`src/design/mci_config.svh`:
```
`ifndef MCI_CONFIG_SVH
`define MCI_CONFIG_SVH

// Register port widths
`define MCI_DATA_W 32
`define MCI_ADDR_W 4

// Aggregated error vector width
`define MCI_ERR_W 32

// MCU reset hold counter width, held for 2**W cycles
`define MCI_MCU_RST_CNT_W 4

// Register reset values
`define MCI_WDT_PERIOD_RST 32'hFFFF_FFFF
`define MCI_ERR_MASK_RST {`MCI_ERR_W{1'b0}}

`endif

```
`src/design/mci_boot_pkg.sv`:
```
package mci_boot_pkg;

    // Boot sequencer states
    typedef enum logic [3:0] {
        BOOT_IDLE         = 4'd0,
        BOOT_WAIT_GO      = 4'd1,
        BOOT_LCC_INIT     = 4'd2,
        BOOT_FC_INIT      = 4'd3,
        BOOT_RST_CPTRA    = 4'd4,
        BOOT_RST_MCU      = 4'd5,
        BOOT_DONE         = 4'd6,
        BOOT_HALT_REQ     = 4'd7,
        BOOT_MCU_RST_HOLD = 4'd8
    } boot_fsm_state_e;

endpackage

```
`src/design/mci_reg_pkg.sv`:
```
`include "mci_config.svh"

package mci_reg_pkg;

    // Register word addresses
    typedef enum logic [`MCI_ADDR_W-1:0] {
        REG_BOOT_GO            = 4'd0,
        REG_RESET_REQUEST      = 4'd1,
        REG_WDT_EN             = 4'd2,
        REG_WDT_CTRL           = 4'd3,
        REG_WDT_T1_PERIOD      = 4'd4,
        REG_WDT_T2_PERIOD      = 4'd5,
        REG_ERR_FATAL_MASK     = 4'd6,
        REG_ERR_NON_FATAL_MASK = 4'd7,
        REG_HW_ERR_FATAL       = 4'd8,
        REG_HW_ERR_NON_FATAL   = 4'd9,
        REG_BOOT_STATUS        = 4'd10,
        REG_WDT_STATUS         = 4'd11
    } reg_addr_e;

    // WDT_STATUS fields
    localparam int WDT_T1_BIT = 0;
    localparam int WDT_T2_BIT = 1;

    // BOOT_STATUS fields
    localparam int BOOT_RST_ONCE_BIT = 8;

endpackage

```
`src/design/mci_boot_seqr.sv`:
```
`include "mci_config.svh"

module mci_boot_seqr (
    input  logic clk,
    input  logic arst_n_i,
    input  logic mci_boot_seq_brkpoint_i,
    input  logic mci_bootfsm_go_i,
    input  logic mcu_rst_req_i,
    input  logic lc_done_i,
    input  logic fc_opt_done_i,
    input  logic mcu_cpu_halt_ack_i,
    output logic lc_init_o,
    output logic fc_opt_init_o,
    output logic cptra_rst_b_o,
    output logic mcu_rst_b_o,
    output logic mcu_cpu_halt_req_o,
    output logic mcu_reset_once_o,
    output mci_boot_pkg::boot_fsm_state_e boot_fsm_o
);

    mci_boot_pkg::boot_fsm_state_e state_q;
    mci_boot_pkg::boot_fsm_state_e state_d;
    logic [`MCI_MCU_RST_CNT_W-1:0] rst_cnt_q;
    logic [`MCI_MCU_RST_CNT_W-1:0] rst_cnt_inc;
    logic                          rst_cnt_ovf;

    // Carry out of the hold counter ends the MCU reset
    assign {rst_cnt_ovf, rst_cnt_inc} = {1'b0, rst_cnt_q} + 1'b1;

    ////////////////////////////////////////
    // Next state
    ////////////////////////////////////////
    always_comb begin
        state_d = state_q;
        case (state_q)
            mci_boot_pkg::BOOT_IDLE: begin
                state_d = mci_boot_seq_brkpoint_i ? mci_boot_pkg::BOOT_WAIT_GO
                                                  : mci_boot_pkg::BOOT_LCC_INIT;
            end
            mci_boot_pkg::BOOT_WAIT_GO: begin
                if (mci_bootfsm_go_i) state_d = mci_boot_pkg::BOOT_LCC_INIT;
            end
            mci_boot_pkg::BOOT_LCC_INIT: begin
                if (lc_done_i) state_d = mci_boot_pkg::BOOT_FC_INIT;
            end
            mci_boot_pkg::BOOT_FC_INIT: begin
                if (fc_opt_done_i) state_d = mci_boot_pkg::BOOT_RST_CPTRA;
            end
            mci_boot_pkg::BOOT_RST_CPTRA: state_d = mci_boot_pkg::BOOT_RST_MCU;
            mci_boot_pkg::BOOT_RST_MCU:   state_d = mci_boot_pkg::BOOT_DONE;
            mci_boot_pkg::BOOT_DONE: begin
                if (mcu_rst_req_i) state_d = mci_boot_pkg::BOOT_HALT_REQ;
            end
            // Wait for the MCU to park before pulling its reset
            mci_boot_pkg::BOOT_HALT_REQ: begin
                if (mcu_cpu_halt_ack_i) state_d = mci_boot_pkg::BOOT_MCU_RST_HOLD;
            end
            mci_boot_pkg::BOOT_MCU_RST_HOLD: begin
                if (rst_cnt_ovf) state_d = mci_boot_pkg::BOOT_DONE;
            end
            default: state_d = mci_boot_pkg::BOOT_IDLE;
        endcase
    end

    ////////////////////////////////////////
    // State and registered outputs
    ////////////////////////////////////////
    always_ff @(posedge clk or negedge arst_n_i) begin
        if (!arst_n_i) begin
            state_q            <= mci_boot_pkg::BOOT_IDLE;
            rst_cnt_q          <= '0;
            lc_init_o          <= 1'b0;
            fc_opt_init_o      <= 1'b0;
            cptra_rst_b_o      <= 1'b0;
            mcu_rst_b_o        <= 1'b0;
            mcu_cpu_halt_req_o <= 1'b0;
            mcu_reset_once_o   <= 1'b0;
        end else begin
            state_q            <= state_d;
            rst_cnt_q          <= (state_q == mci_boot_pkg::BOOT_MCU_RST_HOLD) ? rst_cnt_inc : '0;
            lc_init_o          <= (state_d == mci_boot_pkg::BOOT_LCC_INIT);
            fc_opt_init_o      <= (state_d == mci_boot_pkg::BOOT_FC_INIT);
            // Caliptra stays out of reset once released
            cptra_rst_b_o      <= cptra_rst_b_o || (state_d == mci_boot_pkg::BOOT_RST_MCU);
            mcu_rst_b_o        <= (state_d inside {mci_boot_pkg::BOOT_DONE,
                                                   mci_boot_pkg::BOOT_HALT_REQ});
            mcu_cpu_halt_req_o <= (state_d == mci_boot_pkg::BOOT_HALT_REQ);
            mcu_reset_once_o   <= mcu_reset_once_o ||
                                  ((state_q == mci_boot_pkg::BOOT_MCU_RST_HOLD) && rst_cnt_ovf);
        end
    end

    assign boot_fsm_o = state_q;

endmodule

```
`src/design/mci_wdt.sv`:
```
`include "mci_config.svh"

module mci_wdt (
    input  logic                   clk,
    input  logic                   arst_n_i,
    input  logic                   wdt_en_i,
    input  logic                   wdt_restart_i,
    input  logic [`MCI_DATA_W-1:0] t1_period_i,
    input  logic [`MCI_DATA_W-1:0] t2_period_i,
    input  logic                   t1_service_i,
    input  logic                   t2_service_i,
    output logic                   t1_timeout_o,
    output logic                   t2_timeout_o
);

    logic [`MCI_DATA_W-1:0] t1_cnt_q;
    logic [`MCI_DATA_W-1:0] t2_cnt_q;
    logic                   t2_run;

    // Timer 2 runs in cascade behind timer 1
    assign t2_run = wdt_en_i && t1_timeout_o && !t2_timeout_o;

    ////////////////////////////////////////
    // Timer 1
    ////////////////////////////////////////
    always_ff @(posedge clk or negedge arst_n_i) begin
        if (!arst_n_i) begin
            t1_cnt_q     <= '0;
            t1_timeout_o <= 1'b0;
        end else if (t1_service_i) begin
            t1_cnt_q     <= '0;
            t1_timeout_o <= 1'b0;
        end else if (wdt_restart_i || !wdt_en_i) begin
            t1_cnt_q <= '0;
        end else if (!t1_timeout_o) begin
            if (t1_cnt_q == t1_period_i) t1_timeout_o <= 1'b1;
            else t1_cnt_q <= t1_cnt_q + 1'b1;
        end
    end

    ////////////////////////////////////////
    // Timer 2
    ////////////////////////////////////////
    always_ff @(posedge clk or negedge arst_n_i) begin
        if (!arst_n_i) begin
            t2_cnt_q     <= '0;
            t2_timeout_o <= 1'b0;
        end else begin
            if (t1_service_i || !t1_timeout_o) begin
                t2_cnt_q <= '0;
            end else if (t2_run) begin
                if (t2_cnt_q == t2_period_i) t2_timeout_o <= 1'b1;
                else t2_cnt_q <= t2_cnt_q + 1'b1;
            end
            // Service wins over a same-cycle expiry
            if (t2_service_i) t2_timeout_o <= 1'b0;
        end
    end

endmodule

```
`src/design/mci_err_agg.sv`:
```
`include "mci_config.svh"

module mci_err_agg (
    input  logic                  clk,
    input  logic                  arst_n_i,
    input  logic [`MCI_ERR_W-1:0] agg_error_fatal_i,
    input  logic [`MCI_ERR_W-1:0] agg_error_non_fatal_i,
    input  logic [`MCI_ERR_W-1:0] fatal_mask_i,
    input  logic [`MCI_ERR_W-1:0] non_fatal_mask_i,
    input  logic [`MCI_ERR_W-1:0] fatal_clr_i,
    input  logic [`MCI_ERR_W-1:0] non_fatal_clr_i,
    output logic [`MCI_ERR_W-1:0] fatal_sts_o,
    output logic [`MCI_ERR_W-1:0] non_fatal_sts_o,
    output logic                  all_error_fatal_o,
    output logic                  all_error_non_fatal_o
);

    // Channel 0 is fatal, channel 1 is non-fatal
    logic [1:0][`MCI_ERR_W-1:0] err_in;
    logic [1:0][`MCI_ERR_W-1:0] err_mask;
    logic [1:0][`MCI_ERR_W-1:0] err_clr;
    logic [1:0][`MCI_ERR_W-1:0] err_sts_q;
    logic [1:0]                 err_sum_q;

    assign err_in   = {agg_error_non_fatal_i, agg_error_fatal_i};
    assign err_mask = {non_fatal_mask_i, fatal_mask_i};
    assign err_clr  = {non_fatal_clr_i, fatal_clr_i};

    always_ff @(posedge clk or negedge arst_n_i) begin
        if (!arst_n_i) begin
            err_sts_q <= '0;
            err_sum_q <= '0;
        end else begin
            for (int ch = 0; ch < 2; ch++) begin
                // A live error input overrides the W1C
                err_sts_q[ch] <= (err_sts_q[ch] & ~err_clr[ch]) | err_in[ch];
                err_sum_q[ch] <= |(err_sts_q[ch] & ~err_mask[ch]);
            end
        end
    end

    assign fatal_sts_o           = err_sts_q[0];
    assign non_fatal_sts_o       = err_sts_q[1];
    assign all_error_fatal_o     = err_sum_q[0];
    assign all_error_non_fatal_o = err_sum_q[1];

endmodule

```
`src/design/mci_reg.sv`:
```
`include "mci_config.svh"

module mci_reg (
    input  logic                          clk,
    input  logic                          arst_n_i,
    input  logic                          reg_we_i,
    input  logic                          reg_re_i,
    input  logic [`MCI_ADDR_W-1:0]        reg_addr_i,
    input  logic [`MCI_DATA_W-1:0]        reg_wdata_i,
    input  mci_boot_pkg::boot_fsm_state_e boot_fsm_i,
    input  logic                          mcu_reset_once_i,
    input  logic                          t1_timeout_i,
    input  logic                          t2_timeout_i,
    input  logic [`MCI_ERR_W-1:0]         fatal_sts_i,
    input  logic [`MCI_ERR_W-1:0]         non_fatal_sts_i,
    output logic [`MCI_DATA_W-1:0]        reg_rdata_o,
    output logic                          mci_bootfsm_go_o,
    output logic                          mcu_rst_req_o,
    output logic                          wdt_en_o,
    output logic                          wdt_restart_o,
    output logic [`MCI_DATA_W-1:0]        t1_period_o,
    output logic [`MCI_DATA_W-1:0]        t2_period_o,
    output logic                          t1_service_o,
    output logic                          t2_service_o,
    output logic [`MCI_ERR_W-1:0]         fatal_mask_o,
    output logic [`MCI_ERR_W-1:0]         non_fatal_mask_o,
    output logic [`MCI_ERR_W-1:0]         fatal_clr_o,
    output logic [`MCI_ERR_W-1:0]         non_fatal_clr_o
);

    mci_reg_pkg::reg_addr_e addr;
    logic [`MCI_DATA_W-1:0] rdata_d;
    logic                   wr_fatal;
    logic                   wr_non_fatal;
    logic                   wr_wdt_sts;

    assign addr         = mci_reg_pkg::reg_addr_e'(reg_addr_i);
    assign wr_fatal     = reg_we_i && (addr == mci_reg_pkg::REG_HW_ERR_FATAL);
    assign wr_non_fatal = reg_we_i && (addr == mci_reg_pkg::REG_HW_ERR_NON_FATAL);
    assign wr_wdt_sts   = reg_we_i && (addr == mci_reg_pkg::REG_WDT_STATUS);

    ////////////////////////////////////////
    // Storage
    ////////////////////////////////////////
    always_ff @(posedge clk or negedge arst_n_i) begin
        if (!arst_n_i) begin
            mci_bootfsm_go_o <= 1'b0;
            wdt_en_o         <= 1'b0;
            t1_period_o      <= `MCI_WDT_PERIOD_RST;
            t2_period_o      <= `MCI_WDT_PERIOD_RST;
            fatal_mask_o     <= `MCI_ERR_MASK_RST;
            non_fatal_mask_o <= `MCI_ERR_MASK_RST;
        end else if (reg_we_i) begin
            case (addr)
                mci_reg_pkg::REG_BOOT_GO:            mci_bootfsm_go_o <= reg_wdata_i[0];
                mci_reg_pkg::REG_WDT_EN:             wdt_en_o <= reg_wdata_i[0];
                mci_reg_pkg::REG_WDT_T1_PERIOD:      t1_period_o <= reg_wdata_i;
                mci_reg_pkg::REG_WDT_T2_PERIOD:      t2_period_o <= reg_wdata_i;
                mci_reg_pkg::REG_ERR_FATAL_MASK:     fatal_mask_o <= reg_wdata_i[`MCI_ERR_W-1:0];
                mci_reg_pkg::REG_ERR_NON_FATAL_MASK: non_fatal_mask_o <= reg_wdata_i[`MCI_ERR_W-1:0];
                default: ;
            endcase
        end
    end

    // Self-clearing pulses, one cycle after the write
    always_ff @(posedge clk or negedge arst_n_i) begin
        if (!arst_n_i) begin
            mcu_rst_req_o   <= 1'b0;
            wdt_restart_o   <= 1'b0;
            t1_service_o    <= 1'b0;
            t2_service_o    <= 1'b0;
            fatal_clr_o     <= '0;
            non_fatal_clr_o <= '0;
        end else begin
            mcu_rst_req_o   <= reg_we_i && (addr == mci_reg_pkg::REG_RESET_REQUEST) &&
                               reg_wdata_i[0];
            wdt_restart_o   <= reg_we_i && (addr == mci_reg_pkg::REG_WDT_CTRL) && reg_wdata_i[0];
            t1_service_o    <= wr_wdt_sts && reg_wdata_i[mci_reg_pkg::WDT_T1_BIT];
            t2_service_o    <= wr_wdt_sts && reg_wdata_i[mci_reg_pkg::WDT_T2_BIT];
            fatal_clr_o     <= wr_fatal ? reg_wdata_i[`MCI_ERR_W-1:0] : '0;
            non_fatal_clr_o <= wr_non_fatal ? reg_wdata_i[`MCI_ERR_W-1:0] : '0;
        end
    end

    ////////////////////////////////////////
    // Read mux
    ////////////////////////////////////////
    always_comb begin
        rdata_d = '0;
        case (addr)
            mci_reg_pkg::REG_BOOT_GO:            rdata_d[0] = mci_bootfsm_go_o;
            mci_reg_pkg::REG_WDT_EN:             rdata_d[0] = wdt_en_o;
            mci_reg_pkg::REG_WDT_T1_PERIOD:      rdata_d = t1_period_o;
            mci_reg_pkg::REG_WDT_T2_PERIOD:      rdata_d = t2_period_o;
            mci_reg_pkg::REG_ERR_FATAL_MASK:     rdata_d[`MCI_ERR_W-1:0] = fatal_mask_o;
            mci_reg_pkg::REG_ERR_NON_FATAL_MASK: rdata_d[`MCI_ERR_W-1:0] = non_fatal_mask_o;
            mci_reg_pkg::REG_HW_ERR_FATAL:       rdata_d[`MCI_ERR_W-1:0] = fatal_sts_i;
            mci_reg_pkg::REG_HW_ERR_NON_FATAL:   rdata_d[`MCI_ERR_W-1:0] = non_fatal_sts_i;
            mci_reg_pkg::REG_BOOT_STATUS: begin
                rdata_d[$bits(boot_fsm_i)-1:0]           = boot_fsm_i;
                rdata_d[mci_reg_pkg::BOOT_RST_ONCE_BIT] = mcu_reset_once_i;
            end
            mci_reg_pkg::REG_WDT_STATUS: begin
                rdata_d[mci_reg_pkg::WDT_T1_BIT] = t1_timeout_i;
                rdata_d[mci_reg_pkg::WDT_T2_BIT] = t2_timeout_i;
            end
            // Pulse registers and holes read zero
            default: ;
        endcase
    end

    always_ff @(posedge clk or negedge arst_n_i) begin
        if (!arst_n_i) reg_rdata_o <= '0;
        else if (reg_re_i) reg_rdata_o <= rdata_d;
    end

endmodule

```
`src/design/mci_top.sv`:
```
`include "mci_config.svh"

module mci_top (
    input  logic                   clk,
    input  logic                   arst_n_i,
    // Register port
    input  logic                   reg_we_i,
    input  logic                   reg_re_i,
    input  logic [`MCI_ADDR_W-1:0] reg_addr_i,
    input  logic [`MCI_DATA_W-1:0] reg_wdata_i,
    output logic [`MCI_DATA_W-1:0] reg_rdata_o,
    // Boot control
    input  logic                   mci_boot_seq_brkpoint_i,
    input  logic                   lc_done_i,
    output logic                   lc_init_o,
    input  logic                   fc_opt_done_i,
    output logic                   fc_opt_init_o,
    output logic                   cptra_rst_b_o,
    output logic                   mcu_rst_b_o,
    output logic                   mcu_cpu_halt_req_o,
    input  logic                   mcu_cpu_halt_ack_i,
    // Errors and interrupts
    input  logic [`MCI_ERR_W-1:0]  agg_error_fatal_i,
    input  logic [`MCI_ERR_W-1:0]  agg_error_non_fatal_i,
    output logic                   all_error_fatal_o,
    output logic                   all_error_non_fatal_o,
    output logic                   mcu_timer_int_o,
    output logic                   nmi_intr_o
);

    mci_boot_pkg::boot_fsm_state_e boot_fsm;
    logic                   mci_bootfsm_go;
    logic                   mcu_rst_req;
    logic                   mcu_reset_once;
    logic                   wdt_en;
    logic                   wdt_restart;
    logic                   t1_service;
    logic                   t2_service;
    logic                   t1_timeout;
    logic                   t2_timeout;
    logic [`MCI_DATA_W-1:0] t1_period;
    logic [`MCI_DATA_W-1:0] t2_period;
    logic [`MCI_ERR_W-1:0]  fatal_mask;
    logic [`MCI_ERR_W-1:0]  non_fatal_mask;
    logic [`MCI_ERR_W-1:0]  err_fatal_clr;
    logic [`MCI_ERR_W-1:0]  err_non_fatal_clr;
    logic [`MCI_ERR_W-1:0]  fatal_sts;
    logic [`MCI_ERR_W-1:0]  non_fatal_sts;

    mci_boot_seqr u_boot_seqr (
        .clk,
        .arst_n_i,
        .mci_boot_seq_brkpoint_i,
        .mci_bootfsm_go_i  (mci_bootfsm_go),
        .mcu_rst_req_i     (mcu_rst_req),
        .lc_done_i,
        .fc_opt_done_i,
        .mcu_cpu_halt_ack_i,
        .lc_init_o,
        .fc_opt_init_o,
        .cptra_rst_b_o,
        .mcu_rst_b_o,
        .mcu_cpu_halt_req_o,
        .mcu_reset_once_o  (mcu_reset_once),
        .boot_fsm_o        (boot_fsm)
    );

    mci_wdt u_wdt (
        .clk,
        .arst_n_i,
        .wdt_en_i      (wdt_en),
        .wdt_restart_i (wdt_restart),
        .t1_period_i   (t1_period),
        .t2_period_i   (t2_period),
        .t1_service_i  (t1_service),
        .t2_service_i  (t2_service),
        .t1_timeout_o  (t1_timeout),
        .t2_timeout_o  (t2_timeout)
    );

    // Timer 1 expiry interrupts the MCU, timer 2 expiry is the NMI
    assign mcu_timer_int_o = t1_timeout;
    assign nmi_intr_o      = t2_timeout;

    mci_err_agg u_err_agg (
        .clk,
        .arst_n_i,
        .agg_error_fatal_i,
        .agg_error_non_fatal_i,
        .fatal_mask_i     (fatal_mask),
        .non_fatal_mask_i (non_fatal_mask),
        .fatal_clr_i      (err_fatal_clr),
        .non_fatal_clr_i  (err_non_fatal_clr),
        .fatal_sts_o      (fatal_sts),
        .non_fatal_sts_o  (non_fatal_sts),
        .all_error_fatal_o,
        .all_error_non_fatal_o
    );

    mci_reg u_reg (
        .clk,
        .arst_n_i,
        .reg_we_i,
        .reg_re_i,
        .reg_addr_i,
        .reg_wdata_i,
        .boot_fsm_i       (boot_fsm),
        .mcu_reset_once_i (mcu_reset_once),
        .t1_timeout_i     (t1_timeout),
        .t2_timeout_i     (t2_timeout),
        .fatal_sts_i      (fatal_sts),
        .non_fatal_sts_i  (non_fatal_sts),
        .reg_rdata_o,
        .mci_bootfsm_go_o (mci_bootfsm_go),
        .mcu_rst_req_o    (mcu_rst_req),
        .wdt_en_o         (wdt_en),
        .wdt_restart_o    (wdt_restart),
        .t1_period_o      (t1_period),
        .t2_period_o      (t2_period),
        .t1_service_o     (t1_service),
        .t2_service_o     (t2_service),
        .fatal_mask_o     (fatal_mask),
        .non_fatal_mask_o (non_fatal_mask),
        .fatal_clr_o      (err_fatal_clr),
        .non_fatal_clr_o  (err_non_fatal_clr)
    );

endmodule

```
`config.mk`:
```
export PLATFORM = sky130hd
export DESIGN_NAME = mci_top
export DESIGN_NICKNAME = d
export VERILOG_FILES = /design/src/design/mci_boot_pkg.sv /design/src/design/mci_reg_pkg.sv /design/src/design/mci_boot_seqr.sv /design/src/design/mci_wdt.sv /design/src/design/mci_err_agg.sv /design/src/design/mci_reg.sv /design/src/design/mci_top.sv
export VERILOG_INCLUDE_DIRS = /design/src /design/src/design
export SDC_FILE = /design/constraint.sdc
export NUM_CORES = 1
export LEC_CHECK = 0
export ABC_AREA = 1
export BUFFER_PORTS_ARGS = -buffer_cell sky130_fd_sc_hd__buf_2
export CAP_MARGIN = 10
export CORE_MARGIN = 8
export CORE_UTILIZATION = 40
export CTS_BUF_LIST = sky130_fd_sc_hd__clkbuf_8
export DETAILED_ROUTE_END_ITERATION = 8
export GPL_TIMING_DRIVEN = 0
export PLACE_DENSITY = 0.71
export SLEW_MARGIN = 20
export SYNTH_ARGS = -nofsm -noshare
export SYNTH_HDL_FRONTEND = slang
export SYNTH_SLANG_ARGS = --single-unit
```
`constraint.sdc`:
```
create_clock -name clk -period 1.8 [get_ports clk]
set_clock_uncertainty 0.15 [all_clocks]
set_input_delay 0.18 -clock clk [delete_from_list [all_inputs] [get_ports clk]]
set_output_delay 0.18 -clock clk [all_outputs]
set_load 0.01 [all_outputs]
```
## Word-level counts from Yosys, hierarchy flattened

Index checks and enable logic that the tools add are counted.

- Register bits after elaboration: 376
- Latch bits: 0
- Bits in writable memories: 0
- Memory bits (read-only): 0
- Output and inout bits: 41
- Logic and storage cells: 140
- Memories: 0

- Add/subtract/negate cells: 3
- Multiply operators: 0
- Div/mod/pow operators: 0
- Order comparisons: 0
- Equal/unequal tests: 31
- Shift-type cells: 0
- Mux-type cells: 32
- Bitwise gates (word level): 10
- Reduce and logical (&&, ||, !) cells: 36

Operators with widths:

| kind | count |
|---|---|
| two-way mux 32 bit | 9 |
| one-hot mux 23 bit (6 select lines) | 1 |
| bitwise AND 32 bit | 4 |
| inverter 32 bit | 4 |
| adder 32 x 1 -> 32 bit, second input constant | 2 |
| equality test 32 bit | 2 |
| bitwise OR 32 bit | 2 |
| OR reduction 32 bit | 2 |
| equality test 4 x 3 -> 1 bit, second input constant | 11 |
| one-hot mux 4 bit (9 select lines) | 1 |
| two-way mux 4 bit | 7 |
| equality test 4 x 2 -> 1 bit, second input constant | 6 |
| one-hot mux 4 bit (6 select lines) | 1 |
| equality test 4 bit, second input constant | 5 |
| AND reduction 2 bit | 8 |
| one-hot mux 2 bit (7 select lines) | 1 |
| logical AND 1 bit | 12 |
| one-hot mux 1 bit (10 select lines) | 1 |
| equality test 4 x 1 -> 1 bit, second input constant | 2 |
| logical NOT 4 bit | 2 |
| two-way mux 1 bit | 8 |
| one-hot mux 1 bit (8 select lines) | 1 |
| nonzero test 2 bit | 4 |
| one-hot mux 1 bit (7 select lines) | 1 |
| 8 further kinds | 15 |

## Logic depth before layout (Yosys ltp)

- Word-level depth: 5
- Depth in mapped cells: 14
- Gate-level depth less buffers: 12

## Cells and area by module

From an unflattened synthesis, not the netlist that was laid out.

- Cell total of the unflattened synthesis: 2,619
- Area total of the unflattened synthesis: 19,449.9 um2

By module, submodules not included:

| module | times used | cells each | area an instance (um2) | seq. area each (um2) |
|---|---|---|---|---|
| mci_reg | 1 | 1,183 | 9,868.2 | 5,835.6 |
| mci_wdt | 1 | 987 | 5,873.1 | 1,651.6 |
| mci_err_agg | 1 | 372 | 3,047.9 | 1,651.6 |
| mci_boot_seqr | 1 | 77 | 660.6 | 350.3 |

## Worst setup path after synthesis

OpenSTA, ideal clock, no wires.

- Kind: register to register
- From: register u_wdt.t2_cnt_q[0]
- To: register u_wdt.t2_cnt_q[30]
- Library setup time: 0.066 ns
- Arrival: 1.585 ns
- Required time: 1.584 ns
- Path slack: 0.000 ns
- Stages on the path, launching flop included: 10
- Buffers on the path: 0
- Clock period less this slack: 1.800 ns
- Cells stage by stage: dfrtp_1 -> ha_1 -> nand3_1 -> nor2_2 -> inv_1 -> nor2_2 -> nand3_1 -> a21oi_1 -> nand3_1 -> nand2_1

- Longest elaborated chain between the ends: 4
- Elaborated cells between the ends (all ways): 7
- Those cells by class: add/sub: 1; eq/ne: 2; mux: 3; reduce/logical: 1

RTL lines:

| what | line | source |
|---|---|---|
| start, declared | mci_wdt.sv:17 | `` logic [`MCI_DATA_W-1:0] t2_cnt_q; `` |
| start signal, assigned | mci_wdt.sv:53 | `else t2_cnt_q <= t2_cnt_q + 1'b1;` |
| adder 32 x 1 -> 32 bit | mci_wdt.sv:53 |  |
| two-way mux 32 bit | mci_wdt.sv:52 | `if (t2_cnt_q == t2_period_i) t2_timeout_o <= 1'b1;` |
| two-way mux 32 bit | mci_wdt.sv:51 | `end else if (t2_run) begin` |
| two-way mux 32 bit | mci_wdt.sv:49 | `if (t1_service_i \|\| !t1_timeout_o) begin` |

Several ways; a longest one is shown, not always the timed one. The select of a mux whose other input is x is not followed.
A chain may end at the register's enable or synchronous reset.

## Final worst setup path

- From: register u_reg.t1_period_o[19]
- To: register u_wdt.t1_cnt_q[0]

- Longest elaborated chain between the ends: 3

RTL lines:

| what | line | source |
|---|---|---|
| start, declared | mci_reg.sv:21 | `` output logic [`MCI_DATA_W-1:0] t1_period_o, `` |
| start signal, assigned | mci_reg.sv:49 | `` t1_period_o <= `MCI_WDT_PERIOD_RST; `` |
| start signal, assigned | mci_reg.sv:57 | `mci_reg_pkg::REG_WDT_T1_PERIOD: t1_period_o <= reg_wdata_i;` |
| equality test 32 bit | mci_wdt.sv:36 | `if (t1_cnt_q == t1_period_i) t1_timeout_o <= 1'b1;` |
| != test 3 x 1 -> 1 bit (no line) | - |  |
| AND reduction 2 bit (no line) | - |  |
| end signal, assigned | mci_wdt.sv:37 | `else t1_cnt_q <= t1_cnt_q + 1'b1;` |
| end, declared | mci_wdt.sv:16 | `` logic [`MCI_DATA_W-1:0] t1_cnt_q; `` |

Every way passes these cells.

==> out/qor.csv <==
stage,metric,value,unit
timing,worst hold slack,-83.1,ps
setup_path,CP startpoint kind,flip-flop,
grt,initial antenna violation count,3,
clock_network,TritonCTS Buffers,66,
synthesis,Synth Warn #,0,
placed_design,Area after DPL,19900,um2
timing,Final Hold Vio Count,51,
drt,final wirelength,69.1,mm
cells_and_area,share of layout cells above drive strength 1,20.9,%
cells_and_area,Diodes inserted,0,
pwr,sequential group share of total power,46.4,%
synthesis,Synth Flop Type,dfrtp_1,
synthesis,Mapped Area,18300,um2
clock_network,clock slew seen by the registers of the worst setup and hold paths,60,ps
clock_network,CTS Buffer Depth,3,
timing,final worst slack,-196,ps
synthesis,cells after synthesis,2248,
synthesis,asr flop ratio synth,100,%
floorplanning,Die Ht,230,um
grt,largest net degree at the start of global routing,91,
clock_network,Root Buffer,clkbuf_8,
synthesis,Yosys top cell area share,42.8,%
grt,Overflow after GRT,0,
setup_path,critical path launch point,u_reg.t1_period_o[19],
grt,gr usage total,25.7,%
floorplanning,Site Rows,78,
drt,via count,17700,
job,# Max-Cap Violations,0,
synthesis,syn avg cell area,8.12,um2
drt,drt first pass iters,5,
synthesis,syn_nets,2359,
drt,Routed WL per cell,21.1,um
setup_path,flop-to-flop setup slack,-200,ps
outcome,failing checks,"hold timing, setup timing",
drt,initial DRC count,1995,
pwr,P per Cell Area,956,nW/um2
drt,Routed Antenna Nets,0,
synthesis,Yosys reg bits,376,
setup_path,critical path class,reg -> reg,
pwr,Comb power frac,15.5,%
cells_and_area,Final nets,2735,
pwr,net load switching power,6.76,mW
setup_path,CP max stage delay,590,ps
clock_network,Post-CTS Hold Fix Bufs,112,
synthesis,library cells used by synthesis,42,
timing,unrepaired setup endpoints after global routing,yes,
setup_path,crit path cell chain,xnor2_2 > nand2_1 > nor2_1 > nand2_1 > nor2_4 > nand2_4 > buf_4 > buf_8 > a21oi_2 > nor2_1,
floorplanning,Initial Util,40.4,%
placed_design,GPL Wtd Cong,0.941,
timing,Fin Setup TNS,-10690,ps
placed_design,port bufs,147,
timing,Worst-Margin Slew,799,ps
min_path,hold crit path type,in -> async,
setup_path,worst-path fanout max,10,
timing,Final Cycle Share,111,%
floorplanning,IO Count,149,
setup_path,critical path's slowest cell,dfstp_2,
synthesis,"area leader, netlist",dfrtp_1,
clock_network,CTS H-tree depth,3,
outcome,status,"finished, violations left",
timing,fmax,0.501,GHz
timing,"Min Clock Period, post-route",2000,ps
setup_path,FF-to-FF Start,u_reg.t1_period_o[19],
drt,post-route DRC violation count,0,
placed_design,Place WS,-578,ps
setup_path,R2R cell count,10,
pwr,Leak Pwr,11.4,nW
timing,Slew Limit Headroom,46.7,%
pwr,clock group share of total power,38.2,%
cells_and_area,post-route cell area,23300,um2
timing,"Slew Viols, Final",0,
drt,vias per inst,5.39,
grt,vias in the first global route,17600,
clock_network,CTS tree,built,
pwr,switching share of power,30.3,%
setup_path,worst endpoint required time,2170,ps
clock_network,worst-skew pair later-pin latency,640,ps
setup_path,worst flop-to-flop path endpoint,u_wdt.t1_cnt_q[0],
timing,Setup-failing EPs final,68,
floorplanning,die width,230,um
pwr,maximum vdd drop,0.645,mV
pwr,internal power,15.6,mW
floorplanning,CORE AREA,45200,um2
synthesis,leading post-synthesis cells by cell area,"dfrtp_1 43%, nand2_1 13%, dfstp_2 9.2%",
placed_design,Post-DP HPWL,50.2,mm
grt,global-route wire length before repair,105,mm
floorplanning,DIE AREA,52700,um2
cells_and_area,area growth from synthesis to layout,27.8,%
cells_and_area,fillers,4143,
synthesis,"EDFF count, synth",0,
setup_path,Worst setup EP type,flip-flop,
setup_path,CP Capture Point,u_wdt.t1_cnt_q[0],
synthesis,"Seq/Total Area, Yosys",52.0,%
setup_path,CP Data Arrival Time,2360,ps
clock_network,clk sinks,376,
[state kept, by name (all words and copies together), names as in the netlist, 2 cells and up]
register,count
u_reg.non_fatal_mask_o,32
u_reg.non_fatal_clr_o,32
u_reg.reg_rdata_o,32
u_reg.fatal_mask_o,32
u_err_agg.err_sum_q,2
u_boot_seqr.boot_fsm_o,4
u_wdt.t2_cnt_q,32
u_wdt.t1_cnt_q,32
u_reg.t2_period_o,32
u_boot_seqr.rst_cnt_q,4
u_err_agg.fatal_sts_o,32
u_reg.t1_period_o,32
u_err_agg.non_fatal_sts_o,32
u_reg.fatal_clr_o,32
[worst min-delay path by stage]
stage / start / to / slack, ps / cells after the start
floorplan: arst_n_i / u_boot_seqr.boot_fsm_o[0] / -270 / 0
global placement: agg_error_non_fatal_i[22] / u_err_agg.non_fatal_sts_o[22] / 230 / 2
detailed placement: arst_n_i / u_err_agg.fatal_sts_o[17] / -6 / 1
CTS: arst_n_i / u_err_agg.fatal_sts_o[17] / -90 / 2
global route: arst_n_i / u_err_agg.fatal_sts_o[17] / -70 / 2
finish: arst_n_i / u_err_agg.fatal_sts_o[27] / -80 / 2
[area by class of cell]
class	count	area [um2]	share of cell area, %
sequential	376	9520	40.8
multi-input combinational	1538	7780	33.3
timing repair buffer	310	2440	10.4
clock buffer	81	1110	4.78
inverter	246	932	3.99
tap	600	751	3.22
buffer	86	504	2.16
clock inverter	39	308	1.32
[what timing repair did]
| item | 4_1_cts | 5_1_grt |
|---|---|---|
| resized for setup | 75 | 114 |
| gates cloned | 3 | 3 |
| pin swaps | 9 | 47 |
| endpoints found under the hold margin | 539 | 51 |
| setup endpoints to repair | 67 | 91 |
| buffers inserted | 24 | 18 |
[critical path: cells and delay by family, from the launching register on]
family | cells | cell delay, ps
AO/OA/AOI/OAI | 1 | 110
XOR/XNOR | 1 | 130
flip-flops | 1 | 590
AND/OR/NAND/NOR | 6 | 590
buffers and inverters | 2 | 300
[power by group through the flow]
stage	sequential, mW	clock (mW)	combinational [mW]
floorplan	10.1	0	1.73
global placement	10.4	0	2.78
detailed placement	10.4	0	2.90
CTS	10.3	8.62	3.26
global route	10.4	9.00	3.83
finish	10.3	8.52	3.46
[logic make-up after synthesis]
kind of cell,after synthesis,share of synthesized area [%]
AND/OR/NAND/NOR,1097,25.1
adder cells (fa/ha/maj),3,0.206
flip-flops,376,52.0
buffers and inverters,334,7.43
AO/OA/AOI/OAI,361,11.6
XOR/XNOR,77,3.69
[cell usage after synthesis, types with 11 or more instances]
cell type / count
buf_2: 24
o2111ai_1: 15
xor2_1: 20
o21bai_1: 65
nor2_1: 229
nor3_1: 12
nand4_1: 36
dfstp_2: 64
nor2_2: 11
nand3_1: 130
inv_1: 239
o31ai_1: 11
clkbuf_1: 48
dfrtp_1: 312
o22ai_1: 41
xnor2_1: 57
nand2_1: 644
o21ai_1: 24
o21ai_0: 193
[per-layer routing]
metal  vias up  track usage [%]  share of wire [%]
li1       7970                -                  -
met1      8566             33.8                 41
met2       939             40.3                 45
met3       186             7.44                 10
met4         2             8.63                3.4
met5         -                0              0.014
[metrics by stage]
step                instances  util [%]  power, mW  hold slack (ps)
floorplan                2248         -       11.9             -266
global placement         2995      43.7       13.2              226
detailed placement       2999      44.0       13.3            -5.86
CTS                      3257      50.6       22.2            -94.0
global route             3276      51.7       23.2            -67.5
finish                   3276      51.7       22.3            -83.1
[placed cells by master, fill, tap and decap left out, types with 11 or more instances in the layout]
master	count
nand2_1	628
dfrtp_1	285
inv_1	248
nor2_1	217
o21ai_0	190
buf_2	164
dlygate4sd3_1	112
nand3_1	102
clkbuf_8	81
o21bai_1	65
dfstp_2	64
xnor2_1	54
buf_4	43
o22ai_1	41
nand4_1	36
nand3_2	35
clkbuf_1	34
dfrtp_2	27
o21ai_1	26
xor2_1	20
nand2_2	18
inv_2	16
o2111ai_1	15
nor2_2	14
nor2_4	14
clkbuf_2	12
nor3_1	11
buf_6	11
o31ai_1	11
No activity file was read; power rests on OpenSTA's default activity.
